File: config.mk
export PLATFORM = sky130hd
export DESIGN_NAME = tcb_register_request
export DESIGN_NICKNAME = d
export VERILOG_FILES = /design/src/soc_bus_pkg.sv /design/src/tcb_register_request.sv
export SDC_FILE = /design/constraint.sdc
export NUM_CORES = 1
export LEC_CHECK = 0
export ABC_AREA = 1
export BUFFER_PORTS_ARGS = -buffer_cell sky130_fd_sc_hd__clkbuf_2
export CAP_MARGIN = 20
export CORE_MARGIN = 1.5
export CORE_UTILIZATION = 33
export CTS_CLUSTER_SIZE = 28
export DETAILED_ROUTE_END_ITERATION = 7
export PLACE_DENSITY = 0.83
export SLEW_MARGIN = 20
export SYNTH_ARGS = -nofsm -noshare
export SYNTH_HDL_FRONTEND = slang
export SYNTH_SLANG_ARGS = --single-unit
File: constraint.sdc
create_clock -name clk -period 1.9 [get_ports clk]
set_input_delay 0.095 -clock clk [delete_from_list [all_inputs] [get_ports clk]]
set_output_delay 0.095 -clock clk [all_outputs]
set_load 0.005 [all_outputs]
File: src/soc_bus_pkg.sv
// bus widths and vector types
// request and response structs for the system bus
// address map, register offsets, UART FSM state types

package soc_bus_pkg;

    ////////////////////////////////////////////////////////////
    // widths and vector types
    ////////////////////////////////////////////////////////////

    localparam int unsigned XLEN  = 32;
    // low address bits that hold a register offset
    localparam int unsigned OFS_W = 16;

    typedef logic [XLEN-1:0]   tcb_adr_t;
    typedef logic [XLEN-1:0]   tcb_dat_t;
    // log2 of transfer size in bytes
    typedef logic [1:0]        tcb_siz_t;
    typedef logic [XLEN/8-1:0] tcb_ben_t;
    typedef logic [7:0]        uart_byte_t;

    // request, 67 bits
    typedef struct packed {
        logic     wen;
        tcb_adr_t adr;
        tcb_siz_t siz;
        tcb_dat_t wdt;
    } tcb_req_t;

    // response, 33 bits
    typedef struct packed {
        tcb_dat_t rdt;
        logic     err;
    } tcb_rsp_t;

    ////////////////////////////////////////////////////////////
    // address map
    ////////////////////////////////////////////////////////////

    localparam tcb_adr_t MEM_BASE     = 32'h8000_0000;
    localparam tcb_adr_t PER_BASE     = 32'h8001_0000;
    localparam tcb_adr_t REGION_MASK  = 32'hffff_0000;
    // uart when set, gpio when clear
    localparam int unsigned PER_UART_BIT = 6;

    // gpio registers
    localparam logic [OFS_W-1:0] GPIO_OUT_OFS  = 16'h0000;
    localparam logic [OFS_W-1:0] GPIO_ENA_OFS  = 16'h0004;
    localparam logic [OFS_W-1:0] GPIO_IN_OFS   = 16'h0008;
    // uart registers
    localparam logic [OFS_W-1:0] UART_DATA_OFS = 16'h0040;
    localparam logic [OFS_W-1:0] UART_STAT_OFS = 16'h0044;

    // uart transmitter and receiver states
    typedef enum logic [1:0] {TX_IDLE, TX_START, TX_DATA, TX_STOP} uart_tx_state_t;
    typedef enum logic [1:0] {RX_IDLE, RX_START, RX_DATA, RX_STOP} uart_rx_state_t;

endpackage

File: src/tcb_register_request.sv
// request register stage between a one-cycle and a zero-delay bus
// captured request replayed one cycle later, response passed back

`timescale 1ns/1ps

module tcb_register_request
    import soc_bus_pkg::*;
(
    input  logic     clk,
    input  logic     reset,
    // one-cycle side
    input  logic     sub_vld,
    input  tcb_req_t sub_req,
    output logic     sub_rdy,
    output tcb_rsp_t sub_rsp,
    // zero-delay side
    output logic     man_vld,
    output tcb_req_t man_req,
    input  logic     man_rdy,
    input  tcb_rsp_t man_rsp
);

    // one-cycle vld pulse per accepted transfer
    always_ff @(posedge clk) begin
        if (reset) begin
            man_vld <= 1'b0;
        end else begin
            man_vld <= sub_vld & sub_rdy;
        end
    end

    // request held until the next transfer
    always_ff @(posedge clk) begin
        if (sub_vld & sub_rdy) begin
            man_req <= sub_req;
        end
    end

    // target answers in the replay cycle
    assign sub_rdy = man_rdy;
    assign sub_rsp = man_rsp;

endmodule

==> results of run 1 <==
## through the flow
stage | setup WS [ns] | hold WS, ns | cell area [sq um] | instances
global placement | 0.844 | 0.190 | 2860 | 292
finish | 0.943 | 0.0202 | 3770 | 375
CTS | 0.920 | 0.00782 | 3770 | 375
global route | 0.897 | 0.0274 | 3770 | 375
detailed placement | 0.803 | 0.190 | 2860 | 292
floorplan | 0.00246 | 0.162 | 2300 | 105
## cells in the mapped netlist, drive strengths merged
cell,n
buf,34
dfxtp,1
edfxtp,67
inv,1
nand2,1
nor2,1
## flip-flops by register name, indices dropped and copies added, names as in the netlist
name	cells
man_req	67
man_vld	1
## path summary, 6_finish.rpt
| kind | end | startpoint |
|---|---|---|
| max | man_req[0] | man_req[0] |
| min | man_vld | sub_vld |
## metal layers
metal | wire [um] | GRT usage, %
met5 | 0 | 0
met4 | 97 | 6.89
met3 | 623 | 6.86
met2 | 2720 | 24.1
met1 | 1980 | 14.3
## report_power, final
group	switching, mW	leakage (nW)	internal, mW
Combinational	0.121	0.882	0.203
Clock	0.532	0.112	0.866
Sequential	0.0282	0.637	1.76
Total	0.682	1.63	2.83
## area by class of cell
class,count,area (sq um)
fill,532,2980
sequential,68,2030
timing repair buffer,209,1390
clock buffer,9,124
clock inverter,6,114
tap,80,100
multi-input combinational,2,10.0
inverter,1,3.75
## what timing repair did
item | 4_1_cts | 5_1_grt
setup buffers | 0 | 0
endpoints found under the hold margin | 68 | 0
hold buffers | 68 | 0
resized for setup | 0 | 0
## kinds of logic (layout without fill, tap and decap cells)
family,count (synthesis),count (layout),synth area share (%)
flip-flops,68,68,88.3
buffers and inverters,35,225,11.3
AND/OR/NAND/NOR,2,2,0.435
==> run summary, run 1 <==
Status -> complete, no violations
Cells after synthesis -> 105
Core area -> 6760 sq um
CP arrival -> 0.86 ns
Worst path max stage delay -> 0.40 ns
CP Data Required Time -> 1.80 ns
DRT Wirelength -> 5420 um
Crit Path Class -> reg2out
Top-Level Pins -> 206
Unique masters post-synth -> 6
I/O Buffers -> 139
Worst vdd ir -> 0.000472 V
Clock sink total -> 68
Total CTS buffers -> 9
Fin crit period -> 0.957 ns
Die H -> 86.5 um
Net Count, Synth -> 209
Final Cycle Share -> 50.4%
GP Congestion -> 0.665
DR iter-0 viols -> 32
Final Total Pwr -> 3.51 mW
Most common cell after layout, fill and taps aside -> clkbuf_2
Seq/Total Area, Yosys -> 88.3%
Nets@finish -> 395
Most frequent cells in the layout -> clkbuf_2, dlygate4sd3_1, edfxtp_1
Initial antenna violation count -> 0
Max frequency -> 1040 MHz
Layout cells sized above 1 -> 53.6%
Clk root buf -> clkbuf_8
Per-cell routed wire length -> 14.5 um
Setup crit end kind -> output port
GRT Total Usage -> 14.1%
Leading area contributor after synthesis -> edfxtp_1
Yosys reg bits -> 68
Layout Utilization -> 55.9%
CTS tree -> built
Post-DP HPWL -> 3310 um
Total gr overflow -> 0
WP depth -> 1
RSZ-0062 raised after global routing -> false
Worst slew pin tran -> 0.423 ns
Syn Std Cell Area -> 2300 sq um
Vias post-DR -> 1579
Largest net degree at the start of global routing -> 35
Ranking of synthesized cells by area -> edfxtp_1, buf_4, dfxtp_1
Clock Tree Buf Depth -> 2
H-tree levels -> 3
Power Dens Cells -> 930 nW/um^2
Family with the most delay on the worst path -> flip-flops
WHS Path Cells -> 3
Mean area per synthesized cell -> 21.9 sq um
Die width -> 86.5 um
Area Growth Syn to Fin -> 64.1%
Yosys warns -> 0
Die Footprint -> 7480 sq um
Row cnt -> 30
Routed vias/inst -> 4.21
Worst-path fanout max -> 1
Slowest-stage cell, CP -> edfxtp_1
Fin. Hold Viols -> 0
Max cap viols -> 0
Fin. max-slew vios -> 0
Drt pass-1 iters -> 4
Starting density of the core -> 34.1%
Clk slew on worst S/H paths -> 0.07 ns
Setup tns final -> 0 ns
Vias in the first global route -> 1567
# diodes -> 0
Slew margin rel. -> 71.8%
Post-route DRC -> 0
Setup violators final -> 0
Critical path launch point type -> flop
WP buf/inv -> 1
First-pass GRT wire length -> 7520 um
Class of the worst hold path -> in2reg
Final ANT Viol Nets -> 0
Synth top area share -> 87.4%
CP Cell Sequence -> clkbuf_2
Cell leakage power -> 1.63 nW
(Power assumes the default switching activity.)
==> inputs of run 2 (changes only) <==
CORE_UTILIZATION = 37   (was 33)
PLACE_DENSITY = 0.87   (was 0.83)
clock period = 1 ns   (was 1.9 ns; I/O delays follow)
==> run 2 against run 1 <==
Cell count shrank 0.27%. First-iteration DRC count is 38% higher. Flip-flop and latch count stayed put. Routed wire length rose by 21%. Sequential power is 90% higher. Global-route usage up 4.6 points. Clock power rose by 73%. Die area is 10% lower. Core utilization is 8.2 points higher. Non-clock buffer count up 3. Count of clock-buffer cells in the layout grew 1.
==> run summary, run 2 (synthesis results as in run 1) <==
Status -> complete, no violations (unchanged)
Die Footprint -> 6700 sq um (was 7480 sq um)
Setup WS post-layout -> 0.0830 ns (was 0.943 ns)
Crit Path Class -> reg2out (unchanged)
Worst slew pin tran -> 0.152 ns (was 0.423 ns)
First-pass GRT wire length -> 8540 um (was 7520 um)
Clk slew on worst S/H paths -> 0.08 ns (was 0.07 ns)
Class of the worst hold path -> in2out (was in2reg)
Max frequency -> 1090 MHz
Critical path launch point type -> flop (unchanged)
Per-cell routed wire length -> 17.5 um (was 14.5 um)
WP buf/inv -> 1 (unchanged)
GP Congestion -> 0.789 (was 0.665)
Initial antenna violation count -> 0 (unchanged)
Routed vias/inst -> 4.30 (was 4.21)
Setup violators final -> 0 (unchanged)
Clock Tree Buf Depth -> 2 (unchanged)
DR iter-0 viols -> 44 (was 32)
CP Cell Sequence -> clkbuf_2 (unchanged)
Largest net degree at the start of global routing -> 29 (was 35)
Vias in the first global route -> 1696 (was 1567)
Biggest register -> man_req (unchanged)
Row cnt -> 28 (was 30)
Cell leakage power -> 1.64 nW (was 1.63 nW)
Worst-path fanout max -> 1 (unchanged)
Fin. Hold Viols -> 0 (unchanged)
Starting density of the core -> 38.6% (was 34.1%)
H-tree levels -> 3 (unchanged)
Drt pass-1 iters -> 4 (unchanged)
Die H -> 81.9 um (was 86.5 um)
Vias post-DR -> 1607 (was 1579)
Post-DP HPWL -> 4360 um (was 3310 um)
Clock sink total -> 68 (unchanged)
Final Cycle Share -> 91.7%
Dpl ws -> 0.0690 ns (was 0.803 ns)
GRT Total Usage -> 18.7% (was 14.1%)
Top-Level Pins -> 206 (unchanged)
Most common cell after layout, fill and taps aside -> clkbuf_2 (unchanged)
Worst path max stage delay -> 0.39 ns (was 0.40 ns)
I/O Buffers -> 139 (unchanged)
Fin crit period -> 0.917 ns
Die width -> 81.9 um (was 86.5 um)
Power Dens Cells -> 1700 nW/um^2 (was 930 nW/um^2)
Slowest-stage cell, CP -> edfxtp_1 (unchanged)
Nets@finish -> 398 (was 395)
Max cap viols -> 0 (unchanged)
Family with the most delay on the worst path -> flip-flops (unchanged)
CTS tree -> built (unchanged)
Total CTS buffers -> 9 (unchanged)
Largest registers -> man_req x67, man_vld x1 (unchanged)
DRT Wirelength -> 6540 um (was 5420 um)
Post-route DRC -> 0 (unchanged)
RSZ-0062 raised after global routing -> false (unchanged)
Largest register FFs -> 67 (unchanged)
Worst vdd ir -> 0.000923 V (was 0.000472 V)
Slew margin rel. -> 89.9% (was 71.8%)
Clk root buf -> clkbuf_8 (unchanged)
Fin. max-slew vios -> 0 (unchanged)
Total gr overflow -> 0 (unchanged)
CP Data Required Time -> 0.95 ns (was 1.80 ns)
Layout cells sized above 1 -> 53.8% (was 53.6%)
CP arrival -> 0.87 ns (was 0.86 ns)
Area Growth Syn to Fin -> 65.9% (was 64.1%)
Setup Fix Bufs, Post-CTS -> 0 (unchanged)
Core area -> 5960 sq um (was 6760 sq um)
Layout Utilization -> 64.1% (was 55.9%)
Setup crit end kind -> output port (unchanged)
Final ANT Viol Nets -> 0 (unchanged)
Most frequent cells in the layout -> clkbuf_2, dlygate4sd3_1, edfxtp_1 (unchanged)
# diodes -> 0 (unchanged)
## run 2: cell types whose count changed in the layout (fill, tap and decap cells not counted)
cell	change
clkbuf_1	+1
dlygate4sd3_1	+1
clkinv_2	+1
nand2_1	-1
buf_12	+2
inv_2	-1
clkinvlp_4	+1
nand2_8	+1
bufinv_16	-1
## run 2: path summary, 6_finish.rpt
check	slack [ns]	startpoint	end	depth (start not counted)
min	0.10	man_rsp[31]	sub_rsp[31]	0
max	0.08	man_req[1]	man_req[1]	1
## run 2: per-layer routing
metal	GRT usage, %	part of all wire [%]
met4	9.66	2.2
met5	0	0
met1	16.8	31
met2	32.1	52
met3	11.7	15
## run 2: what timing repair did
action / in CTS / in global routing
hold endpoints to repair: 68 / 0
hold buffers: 69 / 0
resized for setup: 0 / 0
## run 2: report_power, final
group | total [mW] | switching, mW | internal (mW) | leakage [nW]
clock | 2.42 | 1.02 | 1.40 | 0.102
combinational | 0.657 | 0.249 | 0.408 | 0.899
sequential | 3.40 | 0.0551 | 3.34 | 0.637
total | 6.47 | 1.32 | 5.15 | 1.64
## run 2: layout make-up
cell class / count / area, sq um
Clock inverter: 6 / 88.8
Fill cell: 438 / 2140
Timing Repair Buffer: 212 / 1440
Tap cell: 75 / 93.8
Inverter: 1 / 7.51
Clock buffer: 10 / 128
Multi-Input combinational cell: 2 / 26.3
Sequential cell: 68 / 2030
## run 2: metrics by stage
stage	power (mW)	cells	TNS [ns]	instance area (sq um)	hold slack [ns]
final	6.47	374	0	3820	0.100
after global routing	6.69	374	0	3820	0.100
after CTS	6.52	374	0	3820	0.100
after detailed placement	3.90	289	0	2910	0.100
after global placement	3.88	289	0	2910	0.100
after floorplan	3.64	105	-30.04	2320	0.116
