===== src/soc_bus_pkg.sv =====
// bus widths and vector types
// request and response structs for the system bus
// address map, register offsets, UART FSM state types

package soc_bus_pkg;

    ////////////////////////////////////////////////////////////
    // widths and vector types
    ////////////////////////////////////////////////////////////

    localparam int unsigned XLEN  = 32;
    // low address bits that hold a register offset
    localparam int unsigned OFS_W = 16;

    typedef logic [XLEN-1:0]   tcb_adr_t;
    typedef logic [XLEN-1:0]   tcb_dat_t;
    // log2 of transfer size in bytes
    typedef logic [1:0]        tcb_siz_t;
    typedef logic [XLEN/8-1:0] tcb_ben_t;
    typedef logic [7:0]        uart_byte_t;

    // request, 67 bits
    typedef struct packed {
        logic     wen;
        tcb_adr_t adr;
        tcb_siz_t siz;
        tcb_dat_t wdt;
    } tcb_req_t;

    // response, 33 bits
    typedef struct packed {
        tcb_dat_t rdt;
        logic     err;
    } tcb_rsp_t;

    ////////////////////////////////////////////////////////////
    // address map
    ////////////////////////////////////////////////////////////

    localparam tcb_adr_t MEM_BASE     = 32'h8000_0000;
    localparam tcb_adr_t PER_BASE     = 32'h8001_0000;
    localparam tcb_adr_t REGION_MASK  = 32'hffff_0000;
    // uart when set, gpio when clear
    localparam int unsigned PER_UART_BIT = 6;

    // gpio registers
    localparam logic [OFS_W-1:0] GPIO_OUT_OFS  = 16'h0000;
    localparam logic [OFS_W-1:0] GPIO_ENA_OFS  = 16'h0004;
    localparam logic [OFS_W-1:0] GPIO_IN_OFS   = 16'h0008;
    // uart registers
    localparam logic [OFS_W-1:0] UART_DATA_OFS = 16'h0040;
    localparam logic [OFS_W-1:0] UART_STAT_OFS = 16'h0044;

    // uart transmitter and receiver states
    typedef enum logic [1:0] {TX_IDLE, TX_START, TX_DATA, TX_STOP} uart_tx_state_t;
    typedef enum logic [1:0] {RX_IDLE, RX_START, RX_DATA, RX_STOP} uart_rx_state_t;

endpackage


===== src/tcb_bus_demux.sv =====
// two-way bus demultiplexer with masked address decoder
// response routed by registered (DLY=1) or live (DLY=0) select
// unmapped transfers are accepted and answered with an error

`timescale 1ns/1ps

module tcb_bus_demux
    import soc_bus_pkg::*;
#(
    parameter bit       DLY    = 1'b1,
    parameter tcb_adr_t MATCH0 = MEM_BASE,
    parameter tcb_adr_t MASK0  = REGION_MASK,
    parameter tcb_adr_t MATCH1 = PER_BASE,
    parameter tcb_adr_t MASK1  = REGION_MASK
)(
    input  logic       clk,
    input  logic       reset,
    // from manager
    input  logic       sub_vld,
    input  tcb_req_t   sub_req,
    output logic       sub_rdy,
    output tcb_rsp_t   sub_rsp,
    // to subordinates
    output logic [1:0] man_vld,
    output tcb_req_t   man_req [2],
    input  logic [1:0] man_rdy,
    input  tcb_rsp_t   man_rsp [2]
);

    ////////////////////////////////////////////////////////////
    // decoder
    ////////////////////////////////////////////////////////////

    logic [1:0] hit;
    logic       sel;
    logic       miss;
    // ready for unmapped requests, low in reset
    logic       acc;

    // output 0 wins on overlap
    assign hit[0] = (sub_req.adr & MASK0) == MATCH0;
    assign hit[1] = ~hit[0] & ((sub_req.adr & MASK1) == MATCH1);
    assign sel    = hit[1];
    assign miss   = ~|hit;

    always_ff @(posedge clk) begin
        if (reset) begin
            acc <= 1'b0;
        end else begin
            acc <= 1'b1;
        end
    end

    ////////////////////////////////////////////////////////////
    // request path
    ////////////////////////////////////////////////////////////

    // vld only toward the matching output
    assign man_vld    = {sub_vld & hit[1], sub_vld & hit[0]};
    assign man_req[0] = sub_req;
    assign man_req[1] = sub_req;
    assign sub_rdy    = miss ? acc : man_rdy[sel];

    ////////////////////////////////////////////////////////////
    // response path
    ////////////////////////////////////////////////////////////

    logic sel_q;
    logic miss_q;
    logic rsp_sel;
    logic rsp_miss;

    // select captured at each transfer
    always_ff @(posedge clk) begin
        if (reset) begin
            sel_q  <= 1'b0;
            miss_q <= 1'b0;
        end else if (sub_vld & sub_rdy) begin
            sel_q  <= sel;
            miss_q <= miss;
        end
    end

    // zero-delay targets use the live select
    assign rsp_sel  = DLY ? sel_q : sel;
    assign rsp_miss = DLY ? miss_q : miss;

    always_comb begin
        if (rsp_miss) begin
            sub_rsp = '{rdt: '0, err: 1'b1};
        end else begin
            sub_rsp = man_rsp[rsp_sel];
        end
    end

endmodule


===== config.mk =====
export PLATFORM = sky130hd
export DESIGN_NAME = tcb_bus_demux
export DESIGN_NICKNAME = d
export VERILOG_FILES = /design/src/soc_bus_pkg.sv /design/src/tcb_bus_demux.sv
export SDC_FILE = /design/constraint.sdc
export NUM_CORES = 1
export LEC_CHECK = 0
export ABC_CLOCK_PERIOD_IN_PS = 2050
export BUFFER_PORTS_ARGS = -buffer_cell sky130_fd_sc_hd__buf_2
export CAP_MARGIN = 30
export CORE_AREA = 5 5 118 120
export CTS_CLUSTER_SIZE = 30
export DETAILED_ROUTE_END_ITERATION = 10
export DIE_AREA = 0 0 123 125
export SLEW_MARGIN = 20
export SYNTH_ARGS = -nofsm -noshare
export SYNTH_HDL_FRONTEND = slang
export SYNTH_SLANG_ARGS = --single-unit

===== constraint.sdc =====
create_clock -name clk -period 2.05 [get_ports clk]
set_input_delay 0.1025 -clock clk [delete_from_list [all_inputs] [get_ports clk]]
set_output_delay 0.1025 -clock clk [all_outputs]
set_load 0.02 [all_outputs]

==> results.md, run 1 <==
* GRT Overall Usage at 0.0601
* Fin. Hold Viols at 0
* CTS Buf Count at 3
* Critical path launch point type: flop
* Reg clk slew, reported paths at roughly 0.030 ns
* Initial antenna violation count at 0
* TritonCTS clock tree: yes
* Compound-cell area share of the yosys netlist at 0.0181
* I/O pin total at 308
* Sequential element share of the synthesized area at 0.0348
* Cell variety after synth at 22
* Cell depth of the worst hold path at 2
* Grt total ovfl at 0
* CP bufs+invs at 2
* Adder-cell share of the synthesized area at 0
* Start of the worst register-to-register path: rsp_sel$_SDFFE_PP0P_
* Internal power at around 0.47 mW
* CTS sink cnt at 3
* Period Utilization, post-route at 0.715
* Number of global-route vias before repair at 1326
* Relative slew slack at 0.737
* Site Rows at between 40 and 50
* Post-Synthesis Cells at around 240
* Worst hold path startpoint: reset
* Largest net degree at the start of global routing at 38
* Placed Area at about 1700 sq um
* Total chip power at approximately 0.76 mW
* Worst-path cell chain: buf_12 -> mux2i_1 -> nor2_1 -> buf_2
* Kind of critical path: flop to primary output
* DRC at 0
* Die Span Y at 125 microns
* Iteration-0 DRC Markers at 28
* Nets at 393
* Crit path launch: rsp_sel$_SDFFE_PP0P_
* CP max stage delay at roughly 0.33 ns
* CTS Hold Bufs at 0
* RSZ-0062 raised after global routing: false
* Vias/cell at 3.20
* Post-Synth Simple-Gate Area at 0.139
* Setup Fix Bufs, Post-CTS at 0
* R2R depth at 4
* Syn_area_per_cell at 7.34 sq um
* Largest family of logic cells by synthesized area: buffers and inverters
* Clk pwr share at 0.408
* DPL Wire Length at 4.67 mm
* Post-synthesis xor/xnor area fraction at 0
* Slowest-stage cell, CP: dfxtp_2
* RePlAce Congestion at roughly 0.71
* H-Tree Depth at 1
* Antenna Cells at 0
* First-pass GRT wire length at 7.23 mm
* Finished Layout Cells at 430
* Area Overhead vs Synth at 3.77%
* Max-cap viol count at 0
* Crit-path leading delay family: buffers and inverters
* Post-cts sizing count at 0
* Core Box Area at between 10000 and 15000 sq um
* Hold slack at 0.0673 ns
* Leakage power at 0.900 nW
* Design Area, Final at 1790 sq um
* FILL cells at around 1500
* Final setup TNS at 0 ns
* Drt first pass iters at 5
* Switch Pwr at ~0.29 mW
* Max frequency at between 600 and 700 MHz
* Average wire per standard cell at 12.5 microns
* Worst skew pair latency at 0.22 ns
* Post-synthesis mux area share at 0.199
* Initial Util at 0.134
* Worst R2R End: rsp_sel$_SDFFE_PP0P_
* Layout cell share with drive strength beyond 1 at 0.657
* Die width at 123 microns
* Core Util, Final at 0.139
* Clock root cell: clkbuf_16
* CP arrival at 1.36 ns
* Synth warn at 0
* Final Max Slew Viols at 0
* CP Max Fanout at 37
* Status: complete, no violations
* Reg power frac at 0.090
* VDD IR max at 178 uV
* Synthesized area at roughly 1700 sq um
* Pwr dens at around 430 nW/um^2
* Worst Slack Setup Final at between 0.5 and 0.6 ns
* Synth Register Bits at 3
* Post-route minimum period at approximately 1.5 ns
* Hold EP: rsp_sel$_SDFFE_PP0P_
* Worst Hold Class: input pin to flop
* Routed Antenna Nets at 0
* Via count at between 1000 and 1500
* Worst slew pin tran at 0.394 ns
* Die footprint at about 15000 sq um
* Critical Path RT at between 1.5 and 2 ns
* Clock Skew at 0.00257 ns
* Worst slack, placed at 0.615 ns
* Switching Fraction at 0.381
* DP Cell Count at 426
* CTS Buffer Depth at 2
* Endpoints failing setup at 0
* Crit. End Element: primary output
* Syn Nets at about 370
* R2R Setup Slk at about 0.84 ns
* Combinational cell fraction of total power at 0.502
* Total Wirelength at 5.39 mm
* PortBufs at ~150
## worst max path at each step
stage | to | slack [ns] | cells past startpoint
floorplan | sub_rsp[10] | 0.80 | 4
global placement | man_vld[1] | 0.60 | 6
detailed placement | man_vld[1] | 0.62 | 6
CTS | sub_rsp[12] | 0.50 | 4
global route | sub_rsp[12] | 0.45 | 4
finish | sub_rsp[12] | 0.58 | 4
## per-layer routing
metal / track usage / vias up / part of all wire
li1: - / 652 / -
met1: 0.0592 / 559 / 0.32
met2: 0.104 / 121 / 0.47
met3: 0.0199 / 46 / 0.15
met4: 0.0430 / 0 / 0.057
met5: 0 / - / 0
## area by class of cell
cell class	count	area [sq um]	area share
repair buffers	157	806	0.450
multi-input cells	87	613	0.342
well taps	176	220	0.123
clock buffers	4	78.8	0.0440
flip-flops and latches	3	61.3	0.0342
inverters	3	11.3	0.00629
## flip-flops by register name, summed over array words and instances, names as in the netlist
| register | cells |
|---|---|
| miss_q | 1 |
| rsp_sel | 1 |
| acc | 1 |
## synthesized netlist by cell type (all sizes together)
cell type	n	share of area
a22oi	1	0.0044
a211o	1	0.0051
nor2	35	0.076
buf	138	0.59
nor3	1	0.0029
nand2b	1	0.0036
nand2	3	0.0065
mux2	2	0.013
dfxtp	3	0.035
or2	1	0.0036
nand3	1	0.0029
or3	1	0.0036
nor2b	1	0.0036
a21oi	3	0.0087
clkbuf	4	0.0087
nor4b	1	0.0087
nor4	2	0.020
nand4	1	0.0073
inv	3	0.0065
mux2i	32	0.19
## cell families after synthesis
group | count (synthesis)
compound gates | 5
buf+inv | 145
flops | 3
mux | 34
simple gates | 48
## cell usage in the layout, fill, tap and decap left out, types with 2 or more instances in the layout
cell	count
a21oi_1	3
inv_1	3
mux2_2	2
nor2_1	35
buf_2	154
mux2i_1	32
nand2_1	3
dfxtp_1	2
clkbuf_16	3
buf_4	2
## power groups by stage
stage | clock network (mW) | registers [mW] | logic, mW
floorplan | 0 | 0.0633 | 0.531
global placement | 0 | 0.0700 | 0.387
detailed placement | 0 | 0.0697 | 0.389
CTS | 0.317 | 0.0692 | 0.390
global route | 0.324 | 0.0703 | 0.417
finish | 0.311 | 0.0687 | 0.383
## worst reg2reg max path, cell delays in order, from the launching register on
cell	delay [ns]
dfxtp_2	0.33
buf_12	0.24
a21oi_1	0.12
or3_1	0.32
a21oi_1	0.12
No activity file was read; power rests on OpenSTA's default activity.
==> run 2: changes to the inputs <==
--- a/config.mk
+++ b/config.mk
@@ -5,13 +5,13 @@
 export SDC_FILE = /design/constraint.sdc
 export NUM_CORES = 1
 export LEC_CHECK = 0
-export ABC_CLOCK_PERIOD_IN_PS = 2050
+export ABC_CLOCK_PERIOD_IN_PS = 1300
 export BUFFER_PORTS_ARGS = -buffer_cell sky130_fd_sc_hd__buf_2
 export CAP_MARGIN = 30
-export CORE_AREA = 5 5 118 120
+export CORE_AREA = 5 5 115 117
 export CTS_CLUSTER_SIZE = 30
 export DETAILED_ROUTE_END_ITERATION = 10
-export DIE_AREA = 0 0 123 125
+export DIE_AREA = 0 0 120 122
 export SLEW_MARGIN = 20
 export SYNTH_ARGS = -nofsm -noshare
 export SYNTH_HDL_FRONTEND = slang
==> constraint.sdc (replaced) <==
create_clock -name clk -period 1.3 [get_ports clk]
set_input_delay 0.065 -clock clk [delete_from_list [all_inputs] [get_ports clk]]
set_output_delay 0.065 -clock clk [all_outputs]
set_load 0.02 [all_outputs]
==> run 2 against run 1 <==
The flow now finishes with violations (setup timing). Design area up 8.2%. Die area down 4.8%. Global-route usage up 0.054 points. Critical path type unchanged. Critical endpoint is now sub_rsp[23].
==> results.md, run 2 (same netlist as run 1, synthesis figures left out) <==
* Area Overhead vs Synth at 12.3% (was 3.77%)
* Combinational cell fraction of total power at 0.525 (was 0.502)
* Clk pwr share at 0.395 (was 0.408)
* Pwr dens at 637 nW/um^2 (was 426 nW/um^2)
* Initial antenna violation count at 0 (unchanged)
* Worst Hold Class: input pin to flop (unchanged)
* Hold slack at 0.0213 ns (was 0.0673 ns)
* Vias/cell at 3.42 (was 3.20)
* GRT Overall Usage at 0.0607 (was 0.0601)
* Switch Pwr at 0.463 mW (was 0.290 mW)
* M3 GR Usage at 0.0227 (was 0.0199)
* Die width at 120 microns (was 123 microns)
* Final Max Slew Viols at 0 (unchanged)
* Worst slack, placed at -0.0208 ns (was 0.615 ns)
* GR Util met1 at 0.0617 (was 0.0592)
* Relative slew slack at 0.843 (was 0.737)
* Fin. Hold Viols at 0 (unchanged)
* Via count at 1395 (was 1378)
* Max-cap viol count at 0 (unchanged)
* Grt total ovfl at 0 (unchanged)
* Average wire per standard cell at 13.0 microns (was 12.5 microns)
* Post-route minimum period at around 1.3 ns
* Endpoints failing setup at 6 (was 0)
* H-Tree Depth at 1 (unchanged)
* Clock Skew at 0.000496 ns (was 0.00257 ns)
* Most common cell after layout, fill and taps aside: buf_2 (unchanged)
* Most frequent cells in the layout: buf_2, nor2_1, mux2i_1 (unchanged)
* Period Utilization, post-route at 1.03
* Core Util, Final at 0.158 (was 0.139)
* DRC at 0 (unchanged)
* Kind of critical path: flop to primary output (unchanged)
* Worst Slack Setup Final at -0.0428 ns (was 0.583 ns)
* Iteration-0 DRC Markers at 24 (was 28)
* Worst slew pin tran at 0.233 ns (was 0.394 ns)
* Max frequency at 745 MHz
* Layout cell share with drive strength beyond 1 at 0.686 (was 0.657)
* Clock root cell: clkbuf_16 (unchanged)
* Critical path launch point type: flop (unchanged)
* Drt first pass iters at 4 (was 5)
* Core Box Area at 12300 sq um (was 12900 sq um)
* Reg power frac at 0.080 (was 0.090)
* Routed Antenna Nets at 0 (unchanged)
* RePlAce Congestion at 0.737 (was 0.713)
* Initial Util at 0.141 (was 0.134)
* Internal power at 0.771 mW (was 0.473 mW)
* CTS Buffer Depth at 2 (unchanged)
* First-pass GRT wire length at 7.06 mm (was 7.23 mm)
* I/O pin total at 308 (unchanged)
* CP arrival at 1.28 ns (was 1.36 ns)
* Antenna Cells at 0 (unchanged)
* Reg clk slew, reported paths at 0.03 ns (about the same)
* Largest net degree at the start of global routing at 24 (was 38)
* Site Rows at 41 (was 42)
* Switching Fraction at 0.375 (was 0.381)
* CP Max Fanout at 10 (was 37)
* Leakage power at 0.968 nW (was 0.900 nW)
* CTS Buf Count at 3 (unchanged)
* Critical Path RT at 1.24 ns (was 1.95 ns)
* VDD IR max at 280 uV (was 178 uV)
* Status: finished, violations left (was complete, no violations)
* Worst skew pair latency at 0.22 ns (about the same)
* Violated checks: setup timing
* TritonCTS clock tree: yes (unchanged)
* PortBufs at 154 (unchanged)
* Die footprint at 14600 sq um (was 15400 sq um)
* GR peak layer: met2 (unchanged)
* RSZ-0062 raised after global routing: true (was false)
* Grt met2 use at 0.0976 (was 0.104)
* Total Wirelength at 5.31 mm (was 5.39 mm)
* Crit. End Element: primary output (unchanged)
* Nets at 397 (was 393)
* Number of global-route vias before repair at 1314 (was 1326)
* Die Span Y at 122 microns (was 125 microns)
* DPL Wire Length at 4.19 mm (was 4.67 mm)
* CTS sink cnt at 3 (unchanged)
run 2: cell types whose count changed in the layout (fill, tap and decap cells not counted), sizes merged:
cell / delta
buf: +4
run 2: path summary, 6_finish.rpt:
check,start,endpoint,slack [ns],depth (start not counted)
hold reg to reg,acc$_DFF_P_,rsp_sel$_SDFFE_PP0P_,0.58,3
hold / removal,reset,rsp_sel$_SDFFE_PP0P_,0.02,2
setup reg to reg,rsp_sel$_SDFFE_PP0P_,rsp_sel$_SDFFE_PP0P_,0.10,4
setup / recovery,rsp_sel$_SDFFE_PP0P_,sub_rsp[23],-0.04,4
run 2: layer usage:
layer | share of wire | vias to the layer above
li1 | - | 659
met1 | 0.34 | 578
met2 | 0.46 | 104
met3 | 0.13 | 54
met4 | 0.068 | 0
met5 | 0 | -
run 2: through the flow:
step	instance area, sq um	TNS [ns]	power [mW]	cells
after floorplan	1730	0	0.937	235
after global placement	1700	-0.00233	0.723	401
after detailed placement	1700	-0.0330	0.726	401
after CTS	1880	-0.452	1.23	408
after global routing	1940	-1.74	1.31	408
final	1940	-0.104	1.23	408
run 2: final cells by class:
class / count / area [sq um]
Sequential cell: 3 / 63.8
Fill cell: 1386 / 10300
Multi-Input combinational cell: 87 / 658
Inverter: 3 / 11.3
Timing Repair Buffer: 161 / 938
Clock buffer: 4 / 78.8
Tap cell: 150 / 188
run 2: critical path, cell delays in order, from the launching register on:
cell     delay (ns)
dfxtp_4        0.42
buf_8          0.17
mux2i_2        0.24
nor2_1         0.06
buf_2          0.16
run 2: repair_timing:
action / in CTS / in global routing
setup endpoints to repair: 9 / 36
pin swaps: 2 / 5
setup buffers: 1 / 0
resized for setup: 11 / 16
cloned: 2 / 0
hold buffers: 0 / 0
run 2: power groups by stage:
stage	Clock, mW	Sequential (mW)	Combinational [mW]
after floorplan	0	0.0998	0.838
after global placement	0	0.103	0.621
after detailed placement	0	0.103	0.624
after CTS	0.498	0.0994	0.636
after global routing	0.509	0.100	0.699
final	0.487	0.0993	0.647
