## config.mk

```make
export PLATFORM = sky130hd
export DESIGN_NAME = gpio_periph
export DESIGN_NICKNAME = d
export VERILOG_FILES = /design/src/soc_bus_pkg.sv /design/src/gpio_periph.sv
export SDC_FILE = /design/constraint.sdc
export NUM_CORES = 1
export LEC_CHECK = 0
export BUFFER_PORTS_ARGS = -buffer_cell sky130_fd_sc_hd__buf_4
export CAP_MARGIN = 15
export CORE_ASPECT_RATIO = 0.8
export CORE_MARGIN = 1
export CORE_UTILIZATION = 51
export DETAILED_ROUTE_END_ITERATION = 10
export PLACE_DENSITY_LB_ADDON = 0.08
export SKIP_LAST_GASP = 1
export SYNTH_ARGS = -nofsm -noshare
export SYNTH_HDL_FRONTEND = slang
export SYNTH_SLANG_ARGS = --single-unit
```

## constraint.sdc

```tcl
create_clock -name clk -period 4.3 [get_ports clk]
set_input_delay 0.645 -clock clk [delete_from_list [all_inputs] [get_ports clk]]
set_output_delay 0.645 -clock clk [all_outputs]
set_load 0.01 [all_outputs]
```

## src/soc_bus_pkg.sv

```systemverilog
// bus widths and vector types
// request and response structs for the system bus
// address map, register offsets, UART FSM state types

package soc_bus_pkg;

    ////////////////////////////////////////////////////////////
    // widths and vector types
    ////////////////////////////////////////////////////////////

    localparam int unsigned XLEN  = 32;
    // low address bits that hold a register offset
    localparam int unsigned OFS_W = 16;

    typedef logic [XLEN-1:0]   tcb_adr_t;
    typedef logic [XLEN-1:0]   tcb_dat_t;
    // log2 of transfer size in bytes
    typedef logic [1:0]        tcb_siz_t;
    typedef logic [XLEN/8-1:0] tcb_ben_t;
    typedef logic [7:0]        uart_byte_t;

    // request, 67 bits
    typedef struct packed {
        logic     wen;
        tcb_adr_t adr;
        tcb_siz_t siz;
        tcb_dat_t wdt;
    } tcb_req_t;

    // response, 33 bits
    typedef struct packed {
        tcb_dat_t rdt;
        logic     err;
    } tcb_rsp_t;

    ////////////////////////////////////////////////////////////
    // address map
    ////////////////////////////////////////////////////////////

    localparam tcb_adr_t MEM_BASE     = 32'h8000_0000;
    localparam tcb_adr_t PER_BASE     = 32'h8001_0000;
    localparam tcb_adr_t REGION_MASK  = 32'hffff_0000;
    // uart when set, gpio when clear
    localparam int unsigned PER_UART_BIT = 6;

    // gpio registers
    localparam logic [OFS_W-1:0] GPIO_OUT_OFS  = 16'h0000;
    localparam logic [OFS_W-1:0] GPIO_ENA_OFS  = 16'h0004;
    localparam logic [OFS_W-1:0] GPIO_IN_OFS   = 16'h0008;
    // uart registers
    localparam logic [OFS_W-1:0] UART_DATA_OFS = 16'h0040;
    localparam logic [OFS_W-1:0] UART_STAT_OFS = 16'h0044;

    // uart transmitter and receiver states
    typedef enum logic [1:0] {TX_IDLE, TX_START, TX_DATA, TX_STOP} uart_tx_state_t;
    typedef enum logic [1:0] {RX_IDLE, RX_START, RX_DATA, RX_STOP} uart_rx_state_t;

endpackage

```

## src/gpio_periph.sv

```systemverilog
// gpio controller, zero-delay bus port
// output and enable registers, synchronized input

`timescale 1ns/1ps

module gpio_periph
    import soc_bus_pkg::*;
#(
    parameter int unsigned GPIO_DAT = 32
)(
    input  logic                clk,
    input  logic                reset,
    input  logic                vld,
    input  tcb_req_t            req,
    output logic                rdy,
    output tcb_rsp_t            rsp,
    output logic [GPIO_DAT-1:0] gpio_o,
    output logic [GPIO_DAT-1:0] gpio_e,
    input  logic [GPIO_DAT-1:0] gpio_i
);

    logic [OFS_W-1:0]    ofs;
    logic [GPIO_DAT-1:0] gpio_m;
    logic [GPIO_DAT-1:0] gpio_s;

    assign ofs = req.adr[OFS_W-1:0];

    // full-word writes, gpio_in is read only
    always_ff @(posedge clk) begin
        if (reset) begin
            rdy    <= 1'b0;
            gpio_o <= '0;
            gpio_e <= '0;
        end else begin
            rdy <= 1'b1;
            if (vld & req.wen & (ofs == GPIO_OUT_OFS)) gpio_o <= req.wdt[GPIO_DAT-1:0];
            if (vld & req.wen & (ofs == GPIO_ENA_OFS)) gpio_e <= req.wdt[GPIO_DAT-1:0];
        end
    end

    // two-flop input synchronizer
    always_ff @(posedge clk) begin
        gpio_m <= gpio_i;
        gpio_s <= gpio_m;
    end

    // read mux, error for unknown offsets
    always_comb begin
        rsp = '{rdt: '0, err: 1'b0};
        case (ofs)
            GPIO_OUT_OFS: rsp.rdt = tcb_dat_t'(gpio_o);
            GPIO_ENA_OFS: rsp.rdt = tcb_dat_t'(gpio_e);
            GPIO_IN_OFS:  rsp.rdt = tcb_dat_t'(gpio_s);
            default:      rsp.err = 1'b1;
        endcase
    end

endmodule

```

==> run_results.csv, run 1 <==
group,metric,value,unit
cells_and_area,core_occupancy_in_the_finished_layout,76.7,%
clock_network,cts.hold.buffers_added,0,
logic_synthesis,synth-seq-area-share,55.9,%
pwr,p_per_cell_area,431,nW/um^2
cells_and_area,num_antenna_cells,0,
pwr,comb_power_share,4.2,%
worst_setup_path,path_depth,7,
floorplanning,num_rows,30,
clock_network,cts_buffer_count,17,
placed_design,dpl-instance-area,6000,um^2
worst_setup_path,critPathLaunchType,"input port",
clock_network,cts_num_sinks,129,
cells_and_area,fin_cells,735,
worst_setup_path,timing.critical_path.max_delay_family,"simple AND/OR/NAND/NOR gates",
pwr,peakVddDrop,372,uV
worst_setup_path,timing.rr.end,"gpio_o[8]$_SDFFE_PP0P_",
detailed_routing,drc_errors,0,
worst_hold_path,holdCritPathClass,"flop to flop",
detailed_routing,finalWirelength,12000,um
detailed_routing,wire_per_inst,16.3,um
logic_synthesis,synth_area_per_cell,10.8,um^2
placed_design,place_congestion,0.757,
placed_design,placed_cells,703,
pwr,seqPwrFrac,43.3,%
clock_network,cts_tree,"built",
sta,timing.final.ws_setup,1350,ps
global_route,overflow,0,
cells_and_area,area_delta_synth_final,43.5,%
clock_network,clkLatencyLatePin,410,ps
worst_setup_path,reg2regPathDepth,2,
detailed_routing,antenna_left,0,
worst_setup_path,path_cells,"buf_4, or4_4, nor3_4, buf_4, a22oi_1, nor2_1, buf_4",
pwr,p_sw,0.560,mW
sta,setup_viol,0,
logic_synthesis,synth.cell_area,4620,um^2
floorplanning,die_footprint,9440,um^2
worst_setup_path,critPathMaxFanout,20,
cells_and_area,drive_above_1_share,41.6,%
logic_synthesis,synth_warnings,0,
detailed_routing,num_vias,3717,
sta,rsz0062_at_grt,"false",
global_route,grt_first_pass_wirelength,18800,um
floorplanning,floorplan.core_area,8630,um^2
status,status,"finished, final reports clean",
run,drv_cap,0,
pwr,clock_power_share,52.5,%
sta,final_max_slew_viol_count,0,
pwr,design_power_total,2.86,mW
placed_design,post_dp_hpwl,7950,um
worst_setup_path,worst_r2r_startpoint,"gpio_o[8]$_SDFFE_PP0P_",
worst_setup_path,crit_top_cell,"sky130_fd_sc_hd__buf_4",
sta,max_clock_freq,339,MHz
worst_setup_path,critPathArrivalTime,2310,ps
sta,period_needed,2950,ps
global_route,grt_antenna_before_repair,0,
floorplanning,ios,200,
worst_setup_path,slowest_delay,600,ps
logic_synthesis,synth.distinct_cells,20,
cells_and_area,post_route_standard_cell_area_excluding_fillers,6630,um^2
floorplanning,chipWidth,108,um
sta,finalCritPeriodShare,68.6,%
worst_setup_path,crit_path_start,"req[39]",
detailed_routing,count_of_tritonroute_iterations_in_the_first_routing_pass,4,
worst_setup_path,critical-path-slowest-cell,"sky130_fd_sc_hd__or4_4",
global_route,first_global_vias,3755,
sta,setup_total_negative_slack,0,ps
logic_synthesis,synthesis.nets,531,
pwr,leakagePower,2.81,nW
placed_design,io_buffers,181,
global_route,gr-usage-all-layers,26.7,%
worst_setup_path,start_to_end_type_of_the_worst_setup_path,"input port to primary output",
worst_setup_path,required,3650,ps
clock_network,clk_root_buffer_cell,"sky130_fd_sc_hd__clkbuf_16",
clock_network,cts_max_path_buffers,2,
sta,fin_worst_skew,5.72,ps
clock_network,cts.repair_timing.setup_buffer_count,0,
global_route,grt_max_degree,55,
pwr,intPower,2.30,mW
sta,max-slew-margin-rel,42.1,%
logic_synthesis,syn-instance-count,429,
sta,final-hold-violation-count,0,
detailed_routing,initialDrtViolationCount,189,
floorplanning,floorplan.die.height,87.1,um
clock_network,clk_transition_reported_paths,60,ps
worst_setup_path,end_kind,"primary output",
logic_synthesis,yosys_register_bits,129,
cells_and_area,finalNetCount,712,
sta,timing_worst_slew_pin_value,867,ps
clock_network,ctsHtreeMaxLevel,4,
worst_setup_path,timing.critical_path.buf_inv,3,
clock_network,ctsResizeCount,0,
worst_setup_path,crit_end,"rsp[2]",
pwr,switching_share,19.6,%
placed_design,preCtsSetupSlack,1340,ps
detailed_routing,avgViaCountPerCell,5.06,
floorplanning,initial_core_util,53.5,%
worst_setup_path,setup.reg_to_reg.worst_slack,3610,ps
sta,hold_slack,323,ps
-- worst reg2reg max path: stages (launching register included) --
cell	delay, ps
sky130_fd_sc_hd__dfxtp_1	350
sky130_fd_sc_hd__nand2_1	80
sky130_fd_sc_hd__mux2i_1	180
-- cell usage in the layout, fill, tap and decap left out, types with 2 or more instances in the layout --
| cell | count |
|---|---|
| sky130_fd_sc_hd__a22oi_1 | 32 |
| sky130_fd_sc_hd__buf_4 | 192 |
| sky130_fd_sc_hd__bufinv_16 | 4 |
| sky130_fd_sc_hd__clkbuf_1 | 3 |
| sky130_fd_sc_hd__clkbuf_16 | 17 |
| sky130_fd_sc_hd__clkbuf_8 | 2 |
| sky130_fd_sc_hd__clkinv_2 | 3 |
| sky130_fd_sc_hd__clkinvlp_4 | 3 |
| sky130_fd_sc_hd__dfxtp_1 | 129 |
| sky130_fd_sc_hd__mux2_2 | 32 |
| sky130_fd_sc_hd__mux2i_1 | 64 |
| sky130_fd_sc_hd__nand2_1 | 96 |
| sky130_fd_sc_hd__nor2_1 | 33 |
| sky130_fd_sc_hd__nor3_4 | 3 |
| sky130_fd_sc_hd__nor4_1 | 2 |
-- how the worst min path moves through the flow --
stage,from,end,slack [ps],depth (start not counted)
finish,gpio_m[0]$_DFF_P_,gpio_s[0]$_DFF_P_,320,0
CTS,gpio_m[29]$_DFF_P_,gpio_s[29]$_DFF_P_,320,0
floorplan,gpio_m[0]$_DFF_P_,gpio_s[0]$_DFF_P_,310,0
detailed placement,gpio_m[23]$_DFF_P_,gpio_s[23]$_DFF_P_,310,0
global placement,gpio_m[27]$_DFF_P_,gpio_s[27]$_DFF_P_,310,0
global route,gpio_i[12],gpio_m[12]$_DFF_P_,320,1
-- registers in the layout (all words and copies together), names as in the netlist --
name / count
gpio_m: 32
gpio_s: 32
rdy: 1
gpio_o: 32
gpio_e: 32
-- cells in the mapped netlist (all sizes together) --
cell,instances,area (um^2)
dfxtp,129,2580
nand2,96,360
mux2i,64,641
nor2,34,130
a22oi,32,240
mux2,32,360
clkbuf,17,63.8
buf,13,131
nor3,3,48.8
nor4,2,12.5
and3b,1,8.76
clkinv,1,3.75
inv,1,3.75
nand3,1,5.00
nand4,1,6.26
o21bai,1,7.51
or4,1,11.3
-- power by group through the flow --
stage,Combinational [mW],Clock (mW),Sequential (mW)
3_3_place_gp,0.117,0,1.26
2_1_floorplan,0.0526,0,1.26
6_report,0.121,1.50,1.24
4_1_cts,0.122,1.51,1.24
5_1_grt,0.131,1.58,1.24
3_5_place_dp,0.121,0,1.26
-- cell families after synthesis --
logic type | count (synthesis) | synth area share, %
AO/OA/AOI/OAI | 33 | 5.37
buffers and inverters | 32 | 4.39
flip-flops | 129 | 55.9
multiplexers | 96 | 21.7
AND/OR/NAND/NOR | 139 | 12.6
-- cell type report --
| class | count | area, um^2 |
|---|---|---|
| flip-flops and latches | 129 | 2580 |
| fillers | 599 | 2010 |
| multi-input cells | 268 | 1830 |
| repair buffers | 192 | 1440 |
| clock buffers | 22 | 464 |
| clock inverters | 10 | 158 |
| well taps | 112 | 140 |
| inverters | 2 | 7.51 |
-- per-layer routing --
metal  part of all wire, %  GRT usage, %
met1                    41          30.3
met2                    50          46.1
met3                   7.9          10.3
met4                  0.98          8.85
met5                     0             0
No activity file was read; power rests on OpenSTA's default activity.
==> run 2: changes to the inputs <==
--- a/config.mk
+++ b/config.mk
@@ -9,7 +9,7 @@
 export CAP_MARGIN = 15
 export CORE_ASPECT_RATIO = 0.8
 export CORE_MARGIN = 1
-export CORE_UTILIZATION = 51
+export CORE_UTILIZATION = 42
 export DETAILED_ROUTE_END_ITERATION = 10
 export PLACE_DENSITY_LB_ADDON = 0.08
 export SKIP_LAST_GASP = 1
==> constraint.sdc (replaced) <==
create_clock -name clk -period 2.7 [get_ports clk]
set_input_delay 0.405 -clock clk [delete_from_list [all_inputs] [get_ports clk]]
set_output_delay 0.405 -clock clk [all_outputs]
set_load 0.01 [all_outputs]
==> run_results.csv, run 2 (synthesized netlist as in run 1, its figures left out) <==
group,metric,value,unit
cells_and_area,drive_above_1_share,41.5,%
worst_setup_path,critPathMaxFanout,23,
global_route,grt_max_degree,98,
worst_setup_path,critical-path-slowest-cell,"sky130_fd_sc_hd__or4_4",
clock_network,cts_num_sinks,129,
worst_setup_path,timing.critical_path.max_delay_family,"simple AND/OR/NAND/NOR gates",
sta,max-slew-margin-rel,62.6,%
detailed_routing,finalWirelength,12000,um
detailed_routing,antenna_left,0,
cells_and_area,area_delta_synth_final,44.4,%
worst_setup_path,setup.reg_to_reg.worst_slack,2030,ps
placed_design,preCtsSetupSlack,344,ps
worst_setup_path,crit_top_cell,"sky130_fd_sc_hd__buf_4",
global_route,grt_antenna_before_repair,0,
sta,period_needed,2350,ps
run,drv_cap,0,
clock_network,cts_max_path_buffers,2,
detailed_routing,drc_errors,0,
placed_design,dpl-instance-area,6070,um^2
clock_network,clkLatencyLatePin,400,ps
cells_and_area,mostFrequentLayoutCell,"sky130_fd_sc_hd__buf_4",
worst_setup_path,path_cells,"buf_4, or4_4, nor3_4, buf_12, a22oi_1, nor2_1, buf_4",
global_route,first_global_vias,3564,
sta,final_max_slew_viol_count,0,
placed_design,io_buffers,181,
detailed_routing,num_vias,3635,
worst_setup_path,start_to_end_type_of_the_worst_setup_path,"input port to primary output",
cells_and_area,num_antenna_cells,0,
cells_and_area,finalNetCount,711,
sta,finalCritPeriodShare,87.2,%
worst_setup_path,required,2300,ps
clock_network,clk_transition_reported_paths,50,ps
sta,max_clock_freq,425,MHz
clock_network,cts.repair_timing.setup_buffer_count,0,
global_route,grt_first_pass_wirelength,18300,um
worst_setup_path,end_kind,"primary output",
cells_and_area,final_cell_mix,"188 x sky130_fd_sc_hd__buf_4, 129 x sky130_fd_sc_hd__dfxtp_1, 96 x sky130_fd_sc_hd__nand2_1, 64 x sky130_fd_sc_hd__mux2i_1, 33 x sky130_fd_sc_hd__nor2_1",
floorplanning,ios,200,
worst_hold_path,holdCritPathClass,"input port to flop",
floorplanning,floorplan.die.height,95.8,um
cells_and_area,post_route_standard_cell_area_excluding_fillers,6670,um^2
cells_and_area,fill_cells,894,
worst_setup_path,critPathLaunchType,"input port",
clock_network,ctsResizeCount,0,
floorplanning,chipWidth,119,um
detailed_routing,avgViaCountPerCell,4.77,
sta,rsz0062_at_grt,"false",
worst_setup_path,slowest_delay,610,ps
sta,timing_worst_slew_pin_value,561,ps
sta,timing.final.ws_setup,346,ps
clock_network,cts_tree,"built",
floorplanning,initial_core_util,44.0,%
sta,final-hold-violation-count,0,
cells_and_area,core_occupancy_in_the_finished_layout,63.6,%
pwr,p_per_cell_area,662,nW/um^2
global_route,gr-usage-all-layers,21.6,%
global_route,overflow,0,
pwr,peakVddDrop,493,uV
detailed_routing,initialDrtViolationCount,211,
clock_network,cts.hold.buffers_added,0,
floorplanning,die_footprint,11400,um^2
detailed_routing,count_of_tritonroute_iterations_in_the_first_routing_pass,6,
placed_design,place_congestion,0.733,
clock_network,ctsHtreeMaxLevel,4,
clock_network,cts_buffer_count,17,
placed_design,post_dp_hpwl,7720,um
floorplanning,num_rows,33,
sta,setup_viol,0,
worst_setup_path,timing.critical_path.buf_inv,3,
sta,fin_worst_skew,5.98,ps
pwr,design_power_total,4.41,mW
pwr,leakagePower,2.81,nW
clock_network,clk_root_buffer_cell,"sky130_fd_sc_hd__clkbuf_16",
status,status,"finished, final reports clean",
floorplanning,floorplan.core_area,10500,um^2
worst_setup_path,critPathArrivalTime,1950,ps
sta,setup_total_negative_slack,0,ps
detailed_routing,wire_per_inst,15.7,um
==> run 2: cell types whose count changed in the layout (fill, tap and decap cells not counted), sizes merged <==
cell and change:
buf -1, bufinv -2, clkbuf +2, clkinv +1, clkinvlp -1
==> run 2: per-layer routing <==
| metal | vias to the layer above | global-route usage [%] | wire length [um] |
|---|---|---|---|
| li1 | 1822 | - | - |
| met1 | 1683 | 27.0 | 5430 |
| met2 | 119 | 35.0 | 5660 |
| met3 | 11 | 6.58 | 744 |
| met4 | 0 | 8.76 | 145 |
| met5 | - | 0 | 0 |
==> run 2: final timing paths <==
| path | start | end | cells after the start |
|---|---|---|---|
| min | gpio_i[5] | gpio_m[5]$_DFF_P_ | 1 |
| max reg2reg | gpio_o[4]$_SDFFE_PP0P_ | gpio_o[4]$_SDFFE_PP0P_ | 2 |
| min reg2reg | gpio_m[10]$_DFF_P_ | gpio_s[10]$_DFF_P_ | 0 |
| max | req[39] | rsp[13] | 7 |
==> run 2: area by class of cell <==
class	count	area (um^2)	share of cell area, %
clock buffers	24	492	7.37
clock inverters	8	103	1.54
inverters	2	7.51	0.113
multi-input cells	268	1840	27.5
flip-flops and latches	129	2580	38.7
well taps	140	175	2.63
repair buffers	191	1470	22.1
==> run 2: stage by stage <==
stage / hold slack (ps) / instances
after CTS: 78.9 / 762
after floorplan: 310 / 429
after detailed placement: 312 / 730
after global routing: 72.3 / 762
after global placement: 310 / 730
final: 97.7 / 762
==> run 2: where the power goes <==
group,leakage (nW),internal [mW],switching (mW)
Combinational,1.46,0.116,0.0818
Sequential,1.06,1.96,0.0111
Clock,0.286,1.46,0.790
Total,2.81,3.53,0.883
